`src/verilog/gpu_data_pkg.sv`:
```
package gpu_data_pkg;

    // Width of one register value or memory word
    localparam int DATA_WIDTH = 8;

    // Address width of the shared data memory, one word per address
    localparam int DATA_ADDR_WIDTH = 8;

    // One register value or one memory word
    typedef logic [DATA_WIDTH-1:0] data_t;

    // Word address into the shared data memory
    typedef logic [DATA_ADDR_WIDTH-1:0] data_memory_address_t;

    // Number of words the data memory holds
    localparam int DATA_MEM_WORDS = 2 ** DATA_ADDR_WIDTH;

endpackage

```
`src/verilog/data_memory.sv`:
```
`timescale 1ns/1ps

module data_memory
    import gpu_data_pkg::*;
#(
    parameter int MEM_LATENCY = 2
) (
    input  logic                 clk,
    input  logic                 reset,
    input  logic                 mem_valid,
    input  logic                 mem_write,
    input  data_memory_address_t mem_address,
    input  data_t                mem_wdata,
    output logic                 mem_ready,
    output data_t                mem_rdata
);

    localparam int CNT_W = (MEM_LATENCY > 1) ? $clog2(MEM_LATENCY) : 1;

    data_t            mem [DATA_MEM_WORDS];
    logic [CNT_W-1:0] cnt;

    always_ff @(posedge clk) begin
        if (reset) begin
            mem_ready <= 1'b0;
            cnt       <= '0;
            for (int i = 0; i < DATA_MEM_WORDS; i++) begin
                mem[i] <= '0;
            end
        end else if (mem_ready) begin
            // Ready is a single cycle pulse
            mem_ready <= 1'b0;
            cnt       <= '0;
        end else if (mem_valid) begin
            if (cnt == CNT_W'(MEM_LATENCY - 1)) begin
                // Access lands together with the ready pulse
                mem_ready <= 1'b1;
                cnt       <= '0;
                mem_rdata <= mem[mem_address];
                if (mem_write) begin
                    mem[mem_address] <= mem_wdata;
                end
            end else begin
                cnt <= cnt + 1'b1;
            end
        end
    end

endmodule

```
`config.mk`:
```
export PLATFORM = sky130hd
export DESIGN_NAME = data_memory
export DESIGN_NICKNAME = d
export VERILOG_FILES = /design/src/verilog/gpu_data_pkg.sv /design/src/verilog/data_memory.sv
export SDC_FILE = /design/constraint.sdc
export NUM_CORES = 2
export LEC_CHECK = 0
export BUFFER_PORTS_ARGS = -buffer_cell sky130_fd_sc_hd__clkbuf_2
export CORE_ASPECT_RATIO = 0.9
export CORE_UTILIZATION = 55
export DETAILED_ROUTE_END_ITERATION = 6
export PLACE_DENSITY_LB_ADDON = 0.1
export SYNTH_ARGS = -nofsm -noshare
export SYNTH_HDL_FRONTEND = slang
export SYNTH_SLANG_ARGS = --single-unit
export TNS_END_PERCENT = 30
```
`constraint.sdc`:
```
create_clock -name clk -period 3.1 [get_ports clk]
set_clock_uncertainty 0.1 [all_clocks]
set_input_delay 0 -clock clk [delete_from_list [all_inputs] [get_ports clk]]
set_output_delay 0 -clock clk [all_outputs]
set_load 0.03 [all_outputs]
```
==> summary.md <==
| Metric | Value |
|---|---|
| Crit-path max FO | `1` |
| Mapped Area | `approximately 95000 µm²` |
| Final Hold Viols | `0` |
| FF+latch count, synth | `2058` |
| Post-DP HPWL | `around 150000 µm` |
| First DRT Iteration DRCs | `7170` |
| HP Class | `in2reg` |
| Cell count after synthesis | `approximately 6300` |
| Detailed Routing Iterations Pass 1 | `6` |
| EDFF count, synth | `between 2000 and 2500` |
| Share of layout cells above drive strength 1 | `between 10% and 20%` |
| Synth cell types | `30` |
| Most common cell in the netlist | `edfxtp_1` |
| Max_cap viols | `0` |
| Setup tns final | `0 ns` |
| CTS sink count | `2058` |
| Min Tclk post-route | `~3.0 ns` |
| Syn nets | `roughly 6300` |
| Register area share after synthesis | `between 60 and 70%` |
| Chip height | `just under 400 µm` |
| Post-synth top area cell | `edfxtp_1` |
| Via count | `~57000` |
| Leak | `between 0.04 and 0.05 µW` |
| Slew headroom | `between 20 and 30%` |
| Pwr Total | `between 50000 and 60000 µW` |
| Clk_lat worst skew | `about 0.85 ns` |
| Combinational Power Share | `7.0%` |
| Core area | `between 150000 and 200000 µm²` |
| Total track usage | `between 30% and 40%` |
| Unrepaired setup endpoints after global routing | `no` |
| Clock group share of total power | `around 40%` |
| Synth warn | `0` |
| Wirelength, routed | `263100 µm` |
| I/O pin count | `29` |
| Core Rows | `~140` |
| Startpoint Class | `flop` |
| Largest net degree at the start of global routing | `around 150` |
| Hold slack | `0.1097 ns` |
| Maximum clock path buffer count | `3` |
| Global-route wire length before repair | `~390000 µm` |
| Top cell type's share of synthesized area | `about 65%` |
| Sw power | `around 14000 µW` |
| Synth-to-Final Area Change | `10.66%` |
| WS Path Type | `reg2reg` |
| Fillers | `12510` |
| Fin crit share | `a little over nine tenths` |
| TritonCTS clock tree | `built` |
| # DRC | `0` |
| CTS Root Cell | `clkbuf_16` |
| Cts bufs inserted | `approximately 200` |
| Max Clk Rate | `around 340 MHz` |
| Placed Cells | `~8000` |
| Final Max Slew Viols | `0` |
| Final Instance Area | `~110000 µm²` |
| Post-synth top flop | `edfxtp_1` |
| Die X | `approximately 440 µm` |
| Sequential Power Share | `roughly 53%` |
| Final setup viols | `0` |
| Final Net Count | `5989` |
| Worst Setup End Kind | `flop` |
| Grt ovf | `0` |
| GPL Wtd Cong | `~0.82` |
| Avg Inst Size Synth | `15.13 µm²` |
| Remaining antenna violation count | `0` |
| Arr. time, crit path | `3.41 ns` |
| Worst IR Drop VDD | `470.7 µV` |
| PwrDens | `~570 nW/µm²` |
| Non-Filler Instances | `8400` |
| Number of global-route vias before repair | `around 56000` |
| Initial antenna violation count | `12` |
| Average vias per placed instance | `about 6.8` |
| Outcome | `complete, no violations` |
| Clk slew on worst S/H paths | `about 0.060 ns` |
| Power Internal | `46120 µW` |
| Cell Area, Placed | `98770 µm²` |
| Async SR Flop Fraction | `0%` |
| WL/cell | `between 30 and 40 µm` |
| Initial Util | `between 50% and 60%` |
| IO buf count | `28` |
| H-Tree Depth | `4` |
| Worst-margin pin slew | `about 1.1 ns` |
| Die Area | `around 170000 µm²` |
| Top post-synthesis cells by count | `edfxtp_1, and3_1, clkbuf_1, mux4_2` |
| Switch share | `between 20% and 30%` |
| Main area contributors after synthesis | `edfxtp_1, and3_1, mux4_2, clkbuf_1, a21o_1` |
| Data required, critical path | `between 3 and 4 ns` |
-- through the flow --
stage	worst slack, ns	util, %
4_1_cts	0.04510	61.35
5_1_grt	0.09445	61.37
6_report	0.1380	61.37
3_5_place_dp	-0.6905	57.58
3_3_place_gp	-1.049	57.58
2_1_floorplan	0.4642	-
-- cell usage in the layout (no fill, tap or decap), types with 8 or more instances in the layout --
cell type,synthesis,layout
edfxtp_1,2056,2056
and3_1,2048,2048
mux4_2,512,512
a22oi_1,256,256
a21o_1,256,256
buf_4,8,252
clkbuf_16,0,210
a21oi_1,128,128
buf_12,0,111
clkinv_1,0,62
clkbuf_1,773,50
clkinv_2,0,29
o41ai_1,32,23
nor2_4,0,22
clkbuf_2,0,17
dlygate4sd3_1,0,13
buf_8,0,11
bufinv_16,0,10
o41ai_2,0,9
nor3_4,2,9
nand4_1,8,8
-- sequential cells by signal, indices dropped and copies added (netlist names) --
register,cells
mem,2048
mem_rdata,8
cnt,1
mem_ready,1
-- timing repair --
action                     in CTS  in global routing
hold buffers                   13                  0
hold endpoints to repair     1402                  0
resized for setup               4                  3
setup endpoints to repair       4                  3
cloned                          0                  0
buffers inserted                0                  0
-- kinds of logic after synthesis --
kind of cell    share of synthesized area (%)
simple gates                            13.93
flops                                   64.94
xor+xnor                             0.009209
buf+inv                                 3.983
mux                                     12.12
compound gates                          5.009
-- power groups by stage --
stage / combinational (µW) / sequential [µW] / clock, µW
after floorplan: 2530 / 32100 / 0
after global placement: 4120 / 32200 / 0
after detailed placement: 4140 / 32300 / 0
after CTS: 4170 / 31700 / 24100
after global routing: 4370 / 31800 / 25100
final: 4180 / 31700 / 23900
-- path summary, 6_finish.rpt --
path	from	end	slack (ns)	cells past startpoint
hold reg to reg	mem_ready	mem_ready	0.44	1
hold / removal	mem_address[4]	mem_rdata[6]	0.11	7
setup / recovery	mem[254][4]	mem_rdata[4]	0.14	5
setup reg to reg	mem[254][4]	mem_rdata[4]	0.14	5
-- layout make-up --
type	count	area [µm²]	share of cell area [%]
diodes	2	5.005	0.004755
repair buffers	404	4494	4.270
clock buffers	260	5443	5.171
clock inverters	114	863.3	0.8202
multi-input cells	3299	29850	28.36
well taps	2263	2831	2.690
flip-flops and latches	2058	61780	58.69
-- layer usage --
metal  routed length [µm]  vias up  GRT usage (%)
met5                   27        -              0
met4                 5372        4          6.964
met3                22690      349          4.304
met2               125400     2771          46.68
met1               109600    29930          45.26
li1                     -    24320              -
-- critical path: stages, from the launching register on --
cell and delay (ns):
edfxtp_1 0.37, mux4_2 0.51, a22oi_1 0.34, a21oi_1 0.23
o41ai_2 0.92, nand4_1 0.20
Note: power is estimated with default switching activity, not from simulation.
