### src/verilog/gpu_ctrl_pkg.sv
package gpu_ctrl_pkg;

    // Warp progress through one memory instruction
    typedef enum logic [1:0] {
        WARP_IDLE    = 2'b00,
        WARP_REQUEST = 2'b01,
        WARP_WAIT    = 2'b10,
        WARP_UPDATE  = 2'b11
    } warp_state_t;

    // Per-thread load-store unit progress
    typedef enum logic [1:0] {
        LSU_IDLE       = 2'b00,
        LSU_REQUESTING = 2'b01,
        LSU_WAITING    = 2'b10,
        LSU_DONE       = 2'b11
    } lsu_state_t;

    // Kind of memory instruction issued to the warp
    typedef enum logic {
        MEM_LOAD  = 1'b0,
        MEM_STORE = 1'b1
    } mem_op_t;

endpackage

### src/verilog/gpu_data_pkg.sv
package gpu_data_pkg;

    // Width of one register value or memory word
    localparam int DATA_WIDTH = 8;

    // Address width of the shared data memory, one word per address
    localparam int DATA_ADDR_WIDTH = 8;

    // One register value or one memory word
    typedef logic [DATA_WIDTH-1:0] data_t;

    // Word address into the shared data memory
    typedef logic [DATA_ADDR_WIDTH-1:0] data_memory_address_t;

    // Number of words the data memory holds
    localparam int DATA_MEM_WORDS = 2 ** DATA_ADDR_WIDTH;

endpackage

### src/verilog/lsu.sv
`timescale 1ns/1ps

module lsu
    import gpu_data_pkg::*, gpu_ctrl_pkg::*;
(
    input  logic                 clk,
    input  logic                 reset,
    // Low when this thread is masked off for the current instruction
    input  logic                 enable,

    input  warp_state_t          warp_state,
    input  logic                 decoded_mem_read_enable,
    input  logic                 decoded_mem_write_enable,

    input  data_t                rs1,
    input  data_t                rs2,
    input  data_t                imm,

    output logic                 mem_read_valid,
    output data_memory_address_t mem_read_address,
    input  logic                 mem_read_ready,
    input  data_t                mem_read_data,
    output logic                 mem_write_valid,
    output data_memory_address_t mem_write_address,
    output data_t                mem_write_data,
    input  logic                 mem_write_ready,

    output lsu_state_t           lsu_state,
    output data_t                lsu_out
);

    data_memory_address_t offset_address;
    logic                 read_done;
    logic                 write_done;

    // Effective address wraps at the top of the memory
    assign offset_address = rs1 + imm;

    assign read_done  = mem_read_valid && mem_read_ready;
    assign write_done = mem_write_valid && mem_write_ready;

    always_ff @(posedge clk) begin
        if (reset) begin
            lsu_state       <= LSU_IDLE;
            mem_read_valid  <= 1'b0;
            mem_write_valid <= 1'b0;
        end else begin
            case (lsu_state)
                LSU_IDLE: begin
                    // Start only in the warp's request cycle
                    if (enable && warp_state == WARP_REQUEST &&
                        (decoded_mem_read_enable || decoded_mem_write_enable)) begin
                        lsu_state <= LSU_REQUESTING;
                    end
                end
                LSU_REQUESTING: begin
                    mem_read_valid  <= decoded_mem_read_enable;
                    mem_write_valid <= decoded_mem_write_enable;
                    lsu_state       <= LSU_WAITING;
                end
                LSU_WAITING: begin
                    // Valid stays up until the memory side answers
                    if (read_done || write_done) begin
                        mem_read_valid  <= 1'b0;
                        mem_write_valid <= 1'b0;
                        lsu_state       <= LSU_DONE;
                    end
                end
                LSU_DONE: begin
                    if (warp_state == WARP_UPDATE) begin
                        lsu_state <= LSU_IDLE;
                    end
                end
                default: begin
                    lsu_state <= LSU_IDLE;
                end
            endcase
        end
    end

    // Request payload and the load result
    always_ff @(posedge clk) begin
        if (lsu_state == LSU_REQUESTING) begin
            mem_read_address  <= offset_address;
            mem_write_address <= offset_address;
            mem_write_data    <= rs2;
        end
        // Loaded word is kept until the next load completes
        if (lsu_state == LSU_WAITING && read_done) begin
            lsu_out <= mem_read_data;
        end
    end

endmodule

### config.mk
export PLATFORM = sky130hd
export DESIGN_NAME = lsu
export DESIGN_NICKNAME = d
export VERILOG_FILES = /design/src/verilog/gpu_ctrl_pkg.sv /design/src/verilog/gpu_data_pkg.sv /design/src/verilog/lsu.sv
export SDC_FILE = /design/constraint.sdc
export NUM_CORES = 1
export LEC_CHECK = 0
export BUFFER_PORTS_ARGS = -buffer_cell sky130_fd_sc_hd__buf_2
export CAP_MARGIN = 0
export CELL_PAD_IN_SITES_DETAIL_PLACEMENT = 1
export CELL_PAD_IN_SITES_GLOBAL_PLACEMENT = 1
export CORE_MARGIN = 2
export CORE_UTILIZATION = 35
export DETAILED_ROUTE_END_ITERATION = 10
export PLACE_DENSITY = 0.89
export SETUP_SLACK_MARGIN = 0.02
export SLEW_MARGIN = 25
export SYNTH_ARGS = -nofsm -noshare
export SYNTH_HDL_FRONTEND = slang
export SYNTH_SLANG_ARGS = --single-unit
### constraint.sdc
create_clock -name clk -period 4.6 [get_ports clk]
set_clock_uncertainty 0.05 [all_clocks]
set_input_delay 0.69 -clock clk [delete_from_list [all_inputs] [get_ports clk]]
set_output_delay 0.69 -clock clk [all_outputs]
set_load 0.02 [all_outputs]
==> key figures <==
Outcome
  – Status: completed

Placed design
  – Final HPWL DP: 2.65 mm
  – RePlAce Congestion: 0.761
  – Port bufs: 76

Pwr
  – Peak VDD IR: ~150 uV
  – Leak pwr: approximately 0.81 nW
  – Pwr dens: approximately 450 nW/um2

Clocking
  – Post-CTS sizing: 0
  – Root buf cell: clkbuf_8
  – Max Root-Sink Buffers: 2
  – Num Clock Sinks: 28
  – H-tree Lvls: 1
  – Hold_buf cts: 0
  – CTS tree: built
  – Worst-Skew Late Latency: around 0.28 ns
  – CTS Buf Count: 3
  – Post-CTS setup repair buffer count: 0
  – Clock-pin slew on the worst setup and hold paths: around 0.090 ns

Run
  – Max-cap viol count: 0

Setup path
  – Crit. End Element: register
  – CP startpoint kind: primary input
  – Setup CP Type: in2reg
  – Crit Path Max Fanout: 3
  – Worst path arrival time: 2.17 ns
  – Reg2reg start: lsu_state[1]
  – Crit path from: rs1[0]
  – Slowest CP cell: or4_1
  – Flop-to-flop setup slack: 2.82 ns
  – Buf/Inv on CP: 2
  – Slowest stage delay, CP: ~0.40 ns
  – Worst-path cell chain: buf_2 > ha_1 > inv_1 > fa_1 > nor2b_4 > o31a_1 > or4_1 > nand3_1
  – CP required: ~4.7 ns
  – Critical path's top delay family: simple AND/OR/NAND/NOR gates

Synthesis
  – Yosys cell types: 28
  – Mapped Area: around 1400 um2
  – Avg Cell Area, Syn: 13.1 um2
  – Async set or reset register ratio after synthesis: 0%
  – Mapped Nets: around 160
  – Yosys warns: 0
  – Synth Register Bits: 28
  – EDFF count, synth: 24
  – Sequential area share after synthesis: between 50% and 60%
  – Ys flop type: edfxtp_1
  – Mapped Cells: 104

Routing
  – Via count: roughly 1100
  – DRT Pass-1 Iters: 4
  – WL met1: roughly 1.1 mm
  – Post-route ant nets: 0
  – Vias per Instance: 4.70
  – Final wirelength: 3.10 mm
  – Uppermost layer routed: met4
  – Met2 WL post-DR: roughly 1.7 mm
  – Drt drc: 0
  – Met3 wire len: 255 um
  – Drt initial violations: between 80 and 90
  – Wire length per cell: between 10 and 15 um

GRT
  – Largest net degree at the start of global routing: 20
  – First-pass GRT wire length: ~5.0 mm
  – Initial antenna violation count: 0
  – Vias in the first global route: roughly 1100
  – GR Util All Layers: between 10% and 20%
  – GR Overflow Total: 0

Floorplanning
  – Core footprint: 3720 um2
  – Die X-Extent: 66.5 um
  – Rows: 22
  – Die area: approximately 4400 um2
  – Initial Util: a little under two fifths
  – Die Y: roughly 67 um
  – I/O pins: 77

Hold path
  – Beginning of the worst hold path: mem_read_valid
  – Min-delay worst type: reg2reg

Layout
  – P&R area growth vs syn: 31.8%
  – Share of post-route cells with drive strength above 1: about 47%
  – Diodes inserted: 0
  – Final nets: about 230
  – Util after Layout: roughly 49%

STA
  – Slew @ Worst Pin: ~0.81 ns
  – Tcrit/Tclk final: a little under half
  – Worst hold slack: 0.432 ns
  – Final Setup Violations: 0
  – Top achievable clock speed: 482 MHz
  – Post-layout min period: between 2 and 2.5 ns
  – Fin Setup TNS: 0 ns
  – Slew Limit Fails: 0
  – Rel. slew slack: around 46%
  – Fin. Hold Viols: 0
  – RSZ-0062 raised after global routing: false
## power by group
| part | internal (mW) | leakage [nW] | total [mW] | switching (mW) |
|---|---|---|---|---|
| registers | 0.342 | 0.252 | 0.369 | 0.0271 |
| clock network | 0.0767 | 0.0288 | 0.152 | 0.0749 |
| logic | 0.106 | 0.533 | 0.296 | 0.190 |
| total | 0.525 | 0.814 | 0.817 | 0.292 |
## registers in the layout, indices dropped and copies added (netlist names)
name / count
lsu_out: 8
mem_write_address: 8
mem_write_data: 8
lsu_state: 2
mem_read_valid: 1
mem_write_valid: 1
## placed cells by master, fill, tap and decap left out, drive strengths merged, types with 2 or more instances in the layout
cell / count
a21oi: 6
and3: 2
buf: 76
clkbuf: 4
dfxtp: 4
edfxtp: 24
ha: 12
inv: 7
mux2i: 2
nand2: 6
nand2b: 4
nand3: 2
nand3b: 2
nor2: 2
o211ai: 3
o21ai: 4
xnor2: 3
xor2: 2
## cells by family (layout without fill, tap and decap cells)
logic type / count (synthesis) / after routing / share of synthesized area, %
flops: 28 / 28 / 58.6
xor+xnor: 5 / 5 / 3.20
mux: 2 / 2 / 1.46
buf+inv: 15 / 87 / 6.31
compound gates: 20 / 20 / 9.33
fa+ha+maj: 13 / 13 / 12.4
simple gates: 21 / 21 / 8.69
## layout make-up
class / instances / area [um2]
timing repair buffer: 76 / 380
fill: 422 / 1910
sequential: 28 / 801
clock buffer: 4 / 55.1
tap: 48 / 60.1
multi-input combinational: 61 / 480
inverter: 7 / 26.3
## worst min-delay path: cells and delay by family, from the launching register on
| kind | cells | cell delay (ns) |
|---|---|---|
| AO/OA/AOI/OAI | 1 | 0.05 |
| flip-flops | 1 | 0.34 |
| AND/OR/NAND/NOR | 1 | 0.06 |
## through the flow
stage	setup slack, ns	area (um2)	cells	total power, mW
floorplan	2.46	1370	104	0.589
global placement	2.31	1750	220	0.664
detailed placement	2.24	1750	220	0.678
CTS	2.53	1800	224	0.829
global route	2.46	1800	224	0.864
finish	2.53	1800	224	0.817
## path summary, 6_finish.rpt
| path | end | depth (start not counted) |
|---|---|---|
| worst max-delay path | mem_write_address[6] | 8 |
| worst min-delay path | mem_read_valid | 2 |
| worst max register to register | mem_write_valid | 6 |
| worst min register to register | mem_read_valid | 2 |
## synth_stat cells, types with 2 or more instances
library cell	n	area, um2
o211ai_1	3	22.5
nand3_1	2	10.0
and3_1	2	12.5
nand2b_1	4	25.0
nand3b_1	2	15.0
buf_4	8	60.1
xor2_1	2	17.5
ha_1	12	150
xnor2_1	3	26.3
nand2_1	6	22.5
inv_1	7	26.3
edfxtp_1	24	721
mux2i_1	2	20.0
o21ai_0	4	20.0
a21oi_1	6	30.0
dfxtp_1	4	80.1
nor2_1	2	7.51
## per-layer routing
metal  vias up  track usage [%]
met5         -                0
met3         5             2.53
met4         0             7.65
met1       492             14.9
met2        44             29.3
li1        512                -
Note: power is estimated with default switching activity, not from simulation.
