### src/verilog/gpu_ctrl_pkg.sv
package gpu_ctrl_pkg;

    // Warp progress through one memory instruction
    typedef enum logic [1:0] {
        WARP_IDLE    = 2'b00,
        WARP_REQUEST = 2'b01,
        WARP_WAIT    = 2'b10,
        WARP_UPDATE  = 2'b11
    } warp_state_t;

    // Per-thread load-store unit progress
    typedef enum logic [1:0] {
        LSU_IDLE       = 2'b00,
        LSU_REQUESTING = 2'b01,
        LSU_WAITING    = 2'b10,
        LSU_DONE       = 2'b11
    } lsu_state_t;

    // Kind of memory instruction issued to the warp
    typedef enum logic {
        MEM_LOAD  = 1'b0,
        MEM_STORE = 1'b1
    } mem_op_t;

endpackage

### src/verilog/warp_scheduler.sv
`timescale 1ns/1ps

module warp_scheduler
    import gpu_ctrl_pkg::*;
#(
    parameter int NUM_THREADS = 4
) (
    input  logic                         clk,
    input  logic                         reset,
    input  logic                         issue_req,
    input  mem_op_t                      issue_op,
    input  logic       [NUM_THREADS-1:0] thread_mask,
    input  lsu_state_t [NUM_THREADS-1:0] lsu_state_bus,
    output warp_state_t                  warp_state,
    output logic                         decoded_mem_read_enable,
    output logic                         decoded_mem_write_enable,
    output logic                         issue_ack
);

    logic all_done;

    // Masked-off threads never start, so they are not waited for
    always_comb begin
        all_done = 1'b1;
        for (int i = 0; i < NUM_THREADS; i++) begin
            if (thread_mask[i] && lsu_state_bus[i] != LSU_DONE) begin
                all_done = 1'b0;
            end
        end
    end

    always_ff @(posedge clk) begin
        if (reset) begin
            warp_state               <= WARP_IDLE;
            decoded_mem_read_enable  <= 1'b0;
            decoded_mem_write_enable <= 1'b0;
            issue_ack                <= 1'b0;
        end else begin
            case (warp_state)
                WARP_IDLE: begin
                    if (issue_req) begin
                        decoded_mem_read_enable  <= (issue_op == MEM_LOAD);
                        decoded_mem_write_enable <= (issue_op == MEM_STORE);
                        if (|thread_mask) begin
                            warp_state <= WARP_REQUEST;
                        end else begin
                            // Nothing to do for an empty mask
                            warp_state <= WARP_UPDATE;
                            issue_ack  <= 1'b1;
                        end
                    end
                end
                WARP_REQUEST: begin
                    warp_state <= WARP_WAIT;
                end
                WARP_WAIT: begin
                    if (all_done) begin
                        warp_state <= WARP_UPDATE;
                        issue_ack  <= 1'b1;
                    end
                end
                WARP_UPDATE: begin
                    // Close the four-phase handshake
                    if (!issue_req) begin
                        warp_state               <= WARP_IDLE;
                        issue_ack                <= 1'b0;
                        decoded_mem_read_enable  <= 1'b0;
                        decoded_mem_write_enable <= 1'b0;
                    end
                end
                default: begin
                    warp_state <= WARP_IDLE;
                end
            endcase
        end
    end

endmodule
### config.mk
export PLATFORM = sky130hd
export DESIGN_NAME = warp_scheduler
export DESIGN_NICKNAME = d
export VERILOG_FILES = /design/src/verilog/gpu_ctrl_pkg.sv /design/src/verilog/warp_scheduler.sv
export SDC_FILE = /design/constraint.sdc
export NUM_CORES = 1
export LEC_CHECK = 0
export BUFFER_PORTS_ARGS = -buffer_cell sky130_fd_sc_hd__buf_2
export CORE_AREA = 2 2 39 41
export CTS_CLUSTER_DIAMETER = 50
export DETAILED_ROUTE_END_ITERATION = 7
export DIE_AREA = 0 0 41 43
export HOLD_SLACK_MARGIN = 0.06
export REMOVE_ABC_BUFFERS = 1
export SYNTH_ARGS = -nofsm -noshare
export SYNTH_HDL_FRONTEND = slang
export SYNTH_SLANG_ARGS = --single-unit
### constraint.sdc
create_clock -name clk -period 2.73 [get_ports clk]
set_input_delay 0.1365 -clock clk [delete_from_list [all_inputs] [get_ports clk]]
set_output_delay 0.1365 -clock clk [all_outputs]
set_load 0.005 [all_outputs]
==> flow_metrics.py, run 1 <==
metrics = {
    "critical_path": {
        "arrival_ps": 1710,
        "path_cells": "inv_1, ha_1, and3b_1, a221oi_2, nand3_1, o311ai_1",
        "crit_path_top_delay_cell": "dfxtp_1",
        "crit_fanout": 6,
        "startpoint_type": "flop",
        "required_ps": 2890,
        "worstSetupEndpointType": "flop",
        "critPathKind": "flop to flop",
        "cp_slowest_stage_delay_ps": 400,
    },
    "layout": {
        "antenna_cells": 0,
        "area_growth_pct": 38.87,
        "final_cell_mix": "buf_2, inv_1, a21oi_1, dfxtp_1, nor2_1",
        "nets": 86,
        "fillers": 148,
        "final_common_cell": "buf_2",
        "drive_above_1_share_pct": 39.39,
    },
    "power_and_ir_drop": {
        "vdd_ir_drop_max_uv": 386.3,
        "power_leakage_uw": 0.0002519,
        "p_per_area_nw_per_um2": 820.7,
        "power_uw": 429.2,
    },
    "clock_network": {
        "clock_sinks": 5,
        "cts_buffer_depth": 2,
        "cts_setup_buffers": 0,
        "root_buffer": "clkbuf_4",
        "htreeDepth": 1,
        "cts_tree": "done",
        "postCtsResizedCells": 0,
        "clock_latency_ps": 250,
        "holdBufCountCts": 0,
        "clk_pin_slew_ps": 50,
        "cts_inserted_buffers": 3,
    },
    "floorplan": {
        "core_area_sq_um": 1384,
        "die_h_um": 43,
        "io-pin-count": 21,
        "initial_core_util_pct": 27.22,
        "num_rows": 14,
        "die-area_sq_um": 1763,
        "die_w_um": 41,
    },
    "place": {
        "place.gp.congestion": 0.8086,
        "io_buffers": 20,
        "dp_hpwl_um": 696,
    },
    "timing": {
        "drv_slew": 0,
        "setup-violations-final": 0,
        "finalSetupTns_ps": 0,
        "hold_viol": 0,
        "relSlewSlack_pct": 74.38,
        "worst_slew_pin_slew_ps": 374.5,
        "rsz0062_at_grt": "no",
        "holdWs_ps": 109.0,
        "clock_skew_ps": 6.630,
        "min_period_over_period_pct": 56.80,
        "fmax_mhz": 644.9,
        "period_needed_ps": 1551,
    },
    "yosys": {
        "yosysWarnings": 0,
        "synth_area_sq_um": 376.6,
        "ys_seq_area_share_pct": 26.58,
        "ys_types": 22,
        "netlist_instances": 42,
        "synth.avg_cell_area_sq_um": 8.967,
        "synth-seq-cells": 5,
    },
    "global_routing": {
        "grt_pass1_wl_um": 1242,
        "grt_start_max_net_pins": 7,
        "grtUsageTotal_pct": 10.64,
        "overflow": 0,
        "antenna_found_initial": 0,
        "grt_pass1_vias": 327,
    },
    "outcome": {
        "run_status": "finished, final reports clean",
    },
    "hold_path": {
        "hp-class": "input pin to flop",
    },
    "drt": {
        "final_antenna_net_count": 0,
        "routed_wl_um": 837,
        "routed_via_density": 4.720,
        "num_vias": 387,
        "wl_per_cell_um": 10.21,
        "drc_errors": 0,
        "dr.first_iter.drc_count": 3,
        "firstDrtPassIters": 3,
    },
    "job": {
        "cap_violations": 0,
    },
}
## kinds of logic (layout without fill, tap and decap cells)
kind of cell	after synthesis	in the layout	synth area share, %
flip-flops	5	5	26.58
adder cells (fa/ha/maj)	3	3	9.968
AO/OA/AOI/OAI	17	17	39.20
AND/OR/NAND/NOR	11	11	16.61
multiplexers	1	1	2.658
buffers and inverters	5	29	4.984
## area by class of cell
cell class / count / area, sq um / share of cell area (%)
clock buffer: 4 / 26.28 / 5.024
inverter: 5 / 18.77 / 3.589
multi-input combinational: 32 / 257.7 / 49.28
sequential: 5 / 100.1 / 19.14
tap: 16 / 20.02 / 3.828
timing repair buffer: 20 / 100.1 / 19.14
## routing by layer
layer | part of all wire (%) | global-route usage (%) | up-vias | routed length (um)
li1 | - | - | 207 | -
met1 | 49 | 14.47 | 162 | 412
met3 | 9.6 | 3.141 | 2 | 80
met5 | 0 | 0 | - | 0
met4 | 1.3 | 8.000 | 0 | 11
met2 | 40 | 13.44 | 16 | 333
## worst max-delay path, delay by kind of cell (launching register included)
| family | cells | cell delay (ps) |
|---|---|---|
| flops | 1 | 400 |
| compound gates | 2 | 400 |
| simple gates | 2 | 340 |
| fa+ha+maj | 1 | 240 |
| buf+inv | 1 | 80 |
## final timing paths
path	from	endpoint	slack [ps]	cells after the start
worst max-delay path	warp_state[1]	warp_state[1]	1180	6
worst min-delay path	issue_op	decoded_mem_read_enable	110	2
worst max register to register	warp_state[1]	warp_state[1]	1180	6
worst min register to register	issue_ack	issue_ack	480	2
## synth_stat cells
cell       n  area, sq um
nand3_1    1        5.000
and3b_1    1        8.760
a221oi_2   1        15.01
o41ai_4    1        27.53
nor4_1     1        6.260
nand2_1    1        3.750
nor2_1     4        15.01
a21oi_1    5        25.02
a211oi_1   1        7.510
a21boi_1   3        22.52
inv_1      5        18.77
a22o_1     1        8.760
nand2b_1   1        6.260
a2111oi_0  2        17.52
nor2b_1    1        6.260
o311ai_1   1        8.760
mux2i_1    1        10.01
a21o_1     1        7.510
or4_4      1        11.26
ha_1       3        37.54
dfxtp_1    5        100.1
a21boi_0   1        7.510
## metrics by stage
stage / setup WS [ps] / cell area [sq um] / util (%) / instances
floorplan: 1287 / 376.6 / - / 42
global placement: 1177 / 496.7 / 35.90 / 78
detailed placement: 1185 / 496.7 / 35.90 / 78
CTS: 1173 / 523.0 / 37.79 / 82
global route: 1026 / 523.0 / 37.79 / 82
finish: 1179 / 523.0 / 37.79 / 82
## power breakdown
| part | leakage [uW] | internal, uW | switching (uW) |
|---|---|---|---|
| Combinational | 0.000196 | 101 | 116 |
| Sequential | 0.0000413 | 100 | 21.9 |
| Clock | 0.0000150 | 55.5 | 34.7 |
## registers in the layout, indices dropped and copies added, names as in the netlist
register,cells
decoded_mem_read_enable,1
decoded_mem_write_enable,1
issue_ack,1
warp_state,2
Power figures use the tool's default switching activity.
==> run 2: changes to the inputs <==
ABC_AREA = 1   (was not set)
clock period = 1.6 ns   (was 2.73 ns; I/O delays follow)
==> flow_metrics.py, run 2 <==
metrics = {
    "outcome": {
        "run_status": "finished, final reports clean",
    },
    "critical_path": {
        "critPathKind": "flop to flop",
        "regToRegStartpoint": "warp_state[1]",
        "crit_fanout": 7,
        "arrival_ps": 1530,
        "crit_path_top_delay_cell": "dfxtp_1",
        "cp_slowest_stage_delay_ps": 370,
        "startpoint_type": "flop",
        "worstSetupEndpoint": "issue_ack",
        "path_cells": "inv_1, ha_1, nor3_1, a21oi_1, nand3_1, nand2_1, nand2_1, nor2_1",
        "worstSetupEndpointType": "flop",
        "startpoint": "warp_state[1]",
        "rrSetupSlack_ps": 210,
        "required_ps": 1740,
        "cp_common_cell": "nand2_1",
        "r2r-end": "issue_ack",
        "rr_worst_depth": 8,
    },
    "clock_network": {
        "root_buffer": "clkbuf_4",
        "clock_sinks": 5,
        "cts_setup_buffers": 0,
        "clock_latency_ps": 240,
        "cts_inserted_buffers": 3,
        "htreeDepth": 1,
        "cts_tree": "done",
        "clk_pin_slew_ps": 40,
        "cts_buffer_depth": 2,
    },
    "layout": {
        "largest_reg_flops": 2,
        "fillers": 163,
        "top_register": "warp_state",
        "multi_input_area_sq_um": 206.4,
        "drive_above_1_share_pct": 30.38,
        "antenna_cells": 0,
        "post-route-util_pct": 35.08,
        "area_growth_pct": 47.53,
        "final_cell_mix": "nand2_1, buf_2, nor2_1",
        "final_common_cell": "nand2_1",
        "seq_area_sq_um": 100.1,
        "nets": 99,
    },
    "power_and_ir_drop": {
        "pwr-share-seq_pct": 30.6,
        "internal_power_uw": 353.3,
        "combPwrFrac_pct": 43.3,
        "p_per_area_nw_per_um2": 1153,
        "vdd_ir_drop_max_uv": 450.3,
        "p_switching_uw": 206.6,
        "clockPowerShare_pct": 26.1,
        "power_leakage_uw": 0.0002711,
        "power_uw": 559.8,
        "p_sw_share_pct": 36.90,
    },
    "drt": {
        "num_vias": 405,
        "final_antenna_net_count": 0,
        "dr.first_iter.drc_count": 3,
        "wl_per_cell_um": 7.947,
        "routed_via_density": 4.263,
        "routed_wl_um": 755,
        "drc_errors": 0,
        "firstDrtPassIters": 4,
    },
    "timing": {
        "hold_viol": 0,
        "holdWs_ps": 114.5,
        "worst_slew_pin_slew_ps": 255.8,
        "relSlewSlack_pct": 82.76,
        "clock_skew_ps": 0.08746,
        "period_needed_ps": 1389,
        "fmax_mhz": 719.9,
        "setup-violations-final": 0,
        "min_period_over_period_pct": 86.82,
        "drv_slew": 0,
        "finalSetupTns_ps": 0,
        "rsz0062_at_grt": "no",
    },
    "place": {
        "dp_hpwl_um": 639.8,
        "io_buffers": 20,
        "place.gp.congestion": 0.7957,
    },
    "yosys": {
        "synth-async-reset-ratio_pct": 0,
        "synth_edf_count": 0,
        "ys_seq_area_share_pct": 30.42,
        "synth_flop_cell": "dfxtp_1",
        "synth.avg_cell_area_sq_um": 6.094,
        "synth-seq-cells": 5,
        "synth_area_sq_um": 329.1,
        "synthTopCellsByCount": "nand2_1, nor2_1, dfxtp_1, inv_1, o21ai_0",
        "synthMostInstantiatedCell": "nand2_1",
        "synth.area.top_cells": "dfxtp_1, nand2_1, ha_1",
        "synth_top_area_share_pct": 30.42,
        "yosysTopAreaCell": "dfxtp_1",
        "netlist_instances": 54,
        "ys_types": 13,
        "yosysWarnings": 0,
    },
    "floorplan": {
        "die_w_um": 41,
        "io-pin-count": 21,
        "num_rows": 14,
        "core_area_sq_um": 1384,
        "die-area_sq_um": 1763,
        "initial_core_util_pct": 23.78,
        "die_h_um": 43,
    },
    "global_routing": {
        "antenna_found_initial": 0,
        "overflow": 0,
        "grt_pass1_vias": 341,
        "grtUsageTotal_pct": 10.53,
        "grt_pass1_wl_um": 1193,
        "grt_start_max_net_pins": 8,
    },
    "hold_path": {
        "hp-class": "input pin to flop",
    },
    "job": {
        "cap_violations": 0,
    },
}
==> run 2: changes by cell type in the layout (fill, tap and decap cells not counted), moves of 2 or more <==
cell / change
a2111oi_0: -2
a21boi_1: -3
a21oi_1: -2
nand2_1: +20
nor2_1: +2
nor3_1: +2
o21ai_0: +3
o21ai_1: +2
==> run 2: repair_timing <==
item	4_1_cts	5_1_grt
gates resized for setup	0	1
endpoints found under the hold margin	3	0
endpoints found under the setup margin	0	5
hold buffers	1	0
==> run 2: routing by layer <==
layer  vias to the layer above  part of all wire, %  GRT usage (%)
met2                        17                   47          15.94
met4                         0                    0          4.000
met1                       167                   43          10.58
met5                         -                    0              0
li1                        221                    -              -
met3                         0                  9.8          7.853
==> run 2: power groups by stage <==
stage | clock (uW) | sequential [uW] | combinational (uW)
final | 146 | 171 | 242
after detailed placement | 0 | 174 | 240
after global placement | 0 | 172 | 239
after global routing | 168 | 175 | 281
after floorplan | 0 | 177 | 156
after CTS | 151 | 172 | 244
==> run 2: metrics by stage <==
| stage | worst slack (ps) | cells | area, sq um |
|---|---|---|---|
| after global routing | 47.70 | 95 | 485.5 |
| after CTS | 120.3 | 95 | 485.5 |
| after global placement | 182.3 | 90 | 449.2 |
| after floorplan | 232.1 | 54 | 329.1 |
| final | 210.9 | 95 | 485.5 |
| after detailed placement | 140.9 | 90 | 449.2 |
==> run 2: cells by family (layout without fill, tap and decap cells) <==
group | count (synthesis) | count (layout) | share of synthesized area (%)
AO/OA/AOI/OAI | 8 | 8 | 12.16
AND/OR/NAND/NOR | 32 | 32 | 39.17
flip-flops | 5 | 5 | 30.42
adder cells (fa/ha/maj) | 3 | 3 | 11.41
buffers and inverters | 6 | 31 | 6.844
==> run 2: worst max-delay path: cells and delay by family (launching register included) <==
family,cells,cell delay [ps]
fa+ha+maj,1,270
simple gates,5,500
compound gates,1,60
flops,1,370
buf+inv,1,70
==> run 2: cell type report <==
cell class | count | area share [%]
Clock buffer | 4 | 5.412
Tap cell | 16 | 4.124
Timing Repair Buffer | 21 | 22.68
Inverter | 6 | 4.639
Sequential cell | 5 | 20.62
Multi-Input combinational cell | 43 | 42.53
==> run 2: how the worst min path moves through the flow <==
stage,from,endpoint,slack [ps],cells after the start
floorplan,reset,decoded_mem_read_enable,150,1
global placement,reset,decoded_mem_read_enable,290,2
detailed placement,reset,decoded_mem_read_enable,290,2
CTS,issue_op,decoded_mem_read_enable,110,3
global route,issue_op,decoded_mem_read_enable,120,3
finish,issue_op,decoded_mem_read_enable,110,3
==> run 3: changes to the inputs <==
CTS_BUF_LIST = sky130_fd_sc_hd__clkbuf_16   (was not set)
SETUP_SLACK_MARGIN = 0.3   (was not set)
SLEW_MARGIN = 10   (was not set)
==> flow_metrics.py, run 3 (synthesis results as in run 2) <==
metrics = {
    "outcome": {
        "run_status": "finished, final reports clean",
    },
    "hold_path": {
        "hold_depth": 2,
        "hp-class": "input pin to flop",
    },
    "global_routing": {
        "grtUsageTotal_pct": 11.03,
        "overflow": 0,
        "grt_pass1_vias": 346,
        "antenna_found_initial": 0,
        "grt_start_max_net_pins": 8,
        "grt_pass1_wl_um": 1248,
    },
    "layout": {
        "top_register": "warp_state",
        "final_cell_mix": "nand2_1, buf_2, nor2_1",
        "drive_above_1_share_pct": 46.15,
        "largest_reg_flops": 2,
        "area_growth_pct": 78.71,
        "nets": 98,
        "final_area_sq_um": 588.1,
        "fillers": 150,
        "antenna_cells": 0,
    },
    "place": {
        "dpl_cell_area_sq_um": 449.2,
        "io_buffers": 20,
        "dp_hpwl_um": 639.8,
        "place.gp.congestion": 0.7957,
        "post-place-ws_ps": 140.9,
    },
    "critical_path": {
        "critPathKind": "flop to flop",
        "crit_buf_inv": 2,
        "cp_slowest_stage_delay_ps": 360,
        "required_ps": 1760,
        "startpoint_type": "flop",
        "crit_cells": 5,
        "arrival_ps": 1390,
        "crit_fanout": 7,
        "cp_common_cell": "inv_2",
        "crit_path_top_delay_cell": "or3_1",
        "path_cells": "inv_2, ha_4, inv_2, or3_1, a21oi_1",
        "worstSetupEndpointType": "flop",
        "critical-path-top-delay-family": "simple AND/OR/NAND/NOR gates",
        "rr_worst_depth": 5,
    },
    "drt": {
        "routed_wl_um": 881,
        "routed_via_density": 4.202,
        "firstDrtPassIters": 3,
        "num_vias": 395,
        "final_antenna_net_count": 0,
        "wl_per_cell_um": 9.372,
        "dr.first_iter.drc_count": 9,
        "drc_errors": 0,
    },
    "power_and_ir_drop": {
        "p_switching_uw": 273.8,
        "pwr-share-seq_pct": 20.6,
        "vdd_ir_drop_max_uv": 975.2,
        "power_leakage_uw": 0.0002968,
        "combPwrFrac_pct": 35.0,
        "clockPowerShare_pct": 44.3,
        "internal_power_uw": 628.4,
        "power_uw": 902.2,
        "p_per_area_nw_per_um2": 1534,
        "p_sw_share_pct": 30.35,
    },
    "clock_network": {
        "clk_pin_slew_ps": 30,
        "cts_inserted_buffers": 3,
        "cts_setup_buffers": 0,
        "clock_sinks": 5,
        "cts_buffer_depth": 2,
        "htreeDepth": 1,
        "holdBufCountCts": 0,
        "root_buffer": "clkbuf_16",
        "clock_latency_ps": 220,
        "cts_tree": "done",
    },
    "floorplan": {
        "initial_core_util_pct": 23.78,
        "core_area_sq_um": 1384,
        "die_h_um": 43,
        "io-pin-count": 21,
        "num_rows": 14,
        "die_w_um": 41,
        "die-area_sq_um": 1763,
    },
    "timing": {
        "rsz0062_at_grt": "no",
        "min_period_over_period_pct": 76.80,
        "drv_slew": 0,
        "worst_slew_pin_slew_ps": 254.7,
        "relSlewSlack_pct": 82.84,
        "period_needed_ps": 1229,
        "finalSetupTns_ps": 0,
        "clock_skew_ps": 0.2036,
        "fmax_mhz": 813.8,
        "fin_ws_ps": 371.2,
        "setup-violations-final": 0,
        "hold_viol": 0,
    },
    "job": {
        "cap_violations": 0,
    },
}
[run 3: cell types whose count changed in the layout (fill, tap and decap cells not counted), sizes merged]
| cell | before | now |
|---|---|---|
| dlygate4sd3 | 1 | 0 |
| inv | 6 | 7 |
| clkbuf | 4 | 3 |
[run 3: through the flow]
stage	instances	hold slack [ps]	utilization, %
2_1_floorplan	54	149.1	-
3_3_place_gp	90	294.0	32.46
3_5_place_dp	90	293.3	32.46
4_1_cts	94	60.99	38.97
5_1_grt	94	72.26	42.50
6_report	94	63.50	42.50
[run 3: layout make-up]
cell class	instances	area (sq um)	share of cell area [%]
clock inverters	1	3.754	0.6383
multi-input cells	43	261.5	44.47
inverters	6	22.52	3.830
well taps	16	20.02	3.404
flip-flops and latches	5	105.1	17.87
clock buffers	3	75.07	12.77
repair buffers	20	100.1	17.02
[run 3: power by group through the flow]
stage                     Combinational (uW)  Clock [uW]  Sequential, uW
after floorplan                          156           0             177
after global placement                   239           0             172
after detailed placement                 240           0             174
after CTS                                263         406             172
after global routing                     359         423             190
final                                    316         400             186
[run 3: path summary, 6_finish.rpt]
| path | from | to | slack, ps |
|---|---|---|---|
| max | warp_state[1] | decoded_mem_read_enable | 370 |
| min | reset | decoded_mem_read_enable | 60 |
| max reg2reg | warp_state[1] | decoded_mem_read_enable | 370 |
| min reg2reg | decoded_mem_write_enable | decoded_mem_write_enable | 460 |
[run 3: timing repair]
action	4_1_cts	5_1_grt
setup endpoints to repair	5	5
resized for setup	4	14
pin swaps	0	2
[run 3: per-layer routing]
metal,vias up,global-route usage [%],share of wire (%)
li1,219,-,-
met1,163,10.90,42
met2,13,17.19,50
met3,0,7.853,7.8
met4,0,4.000,0
met5,-,0,0
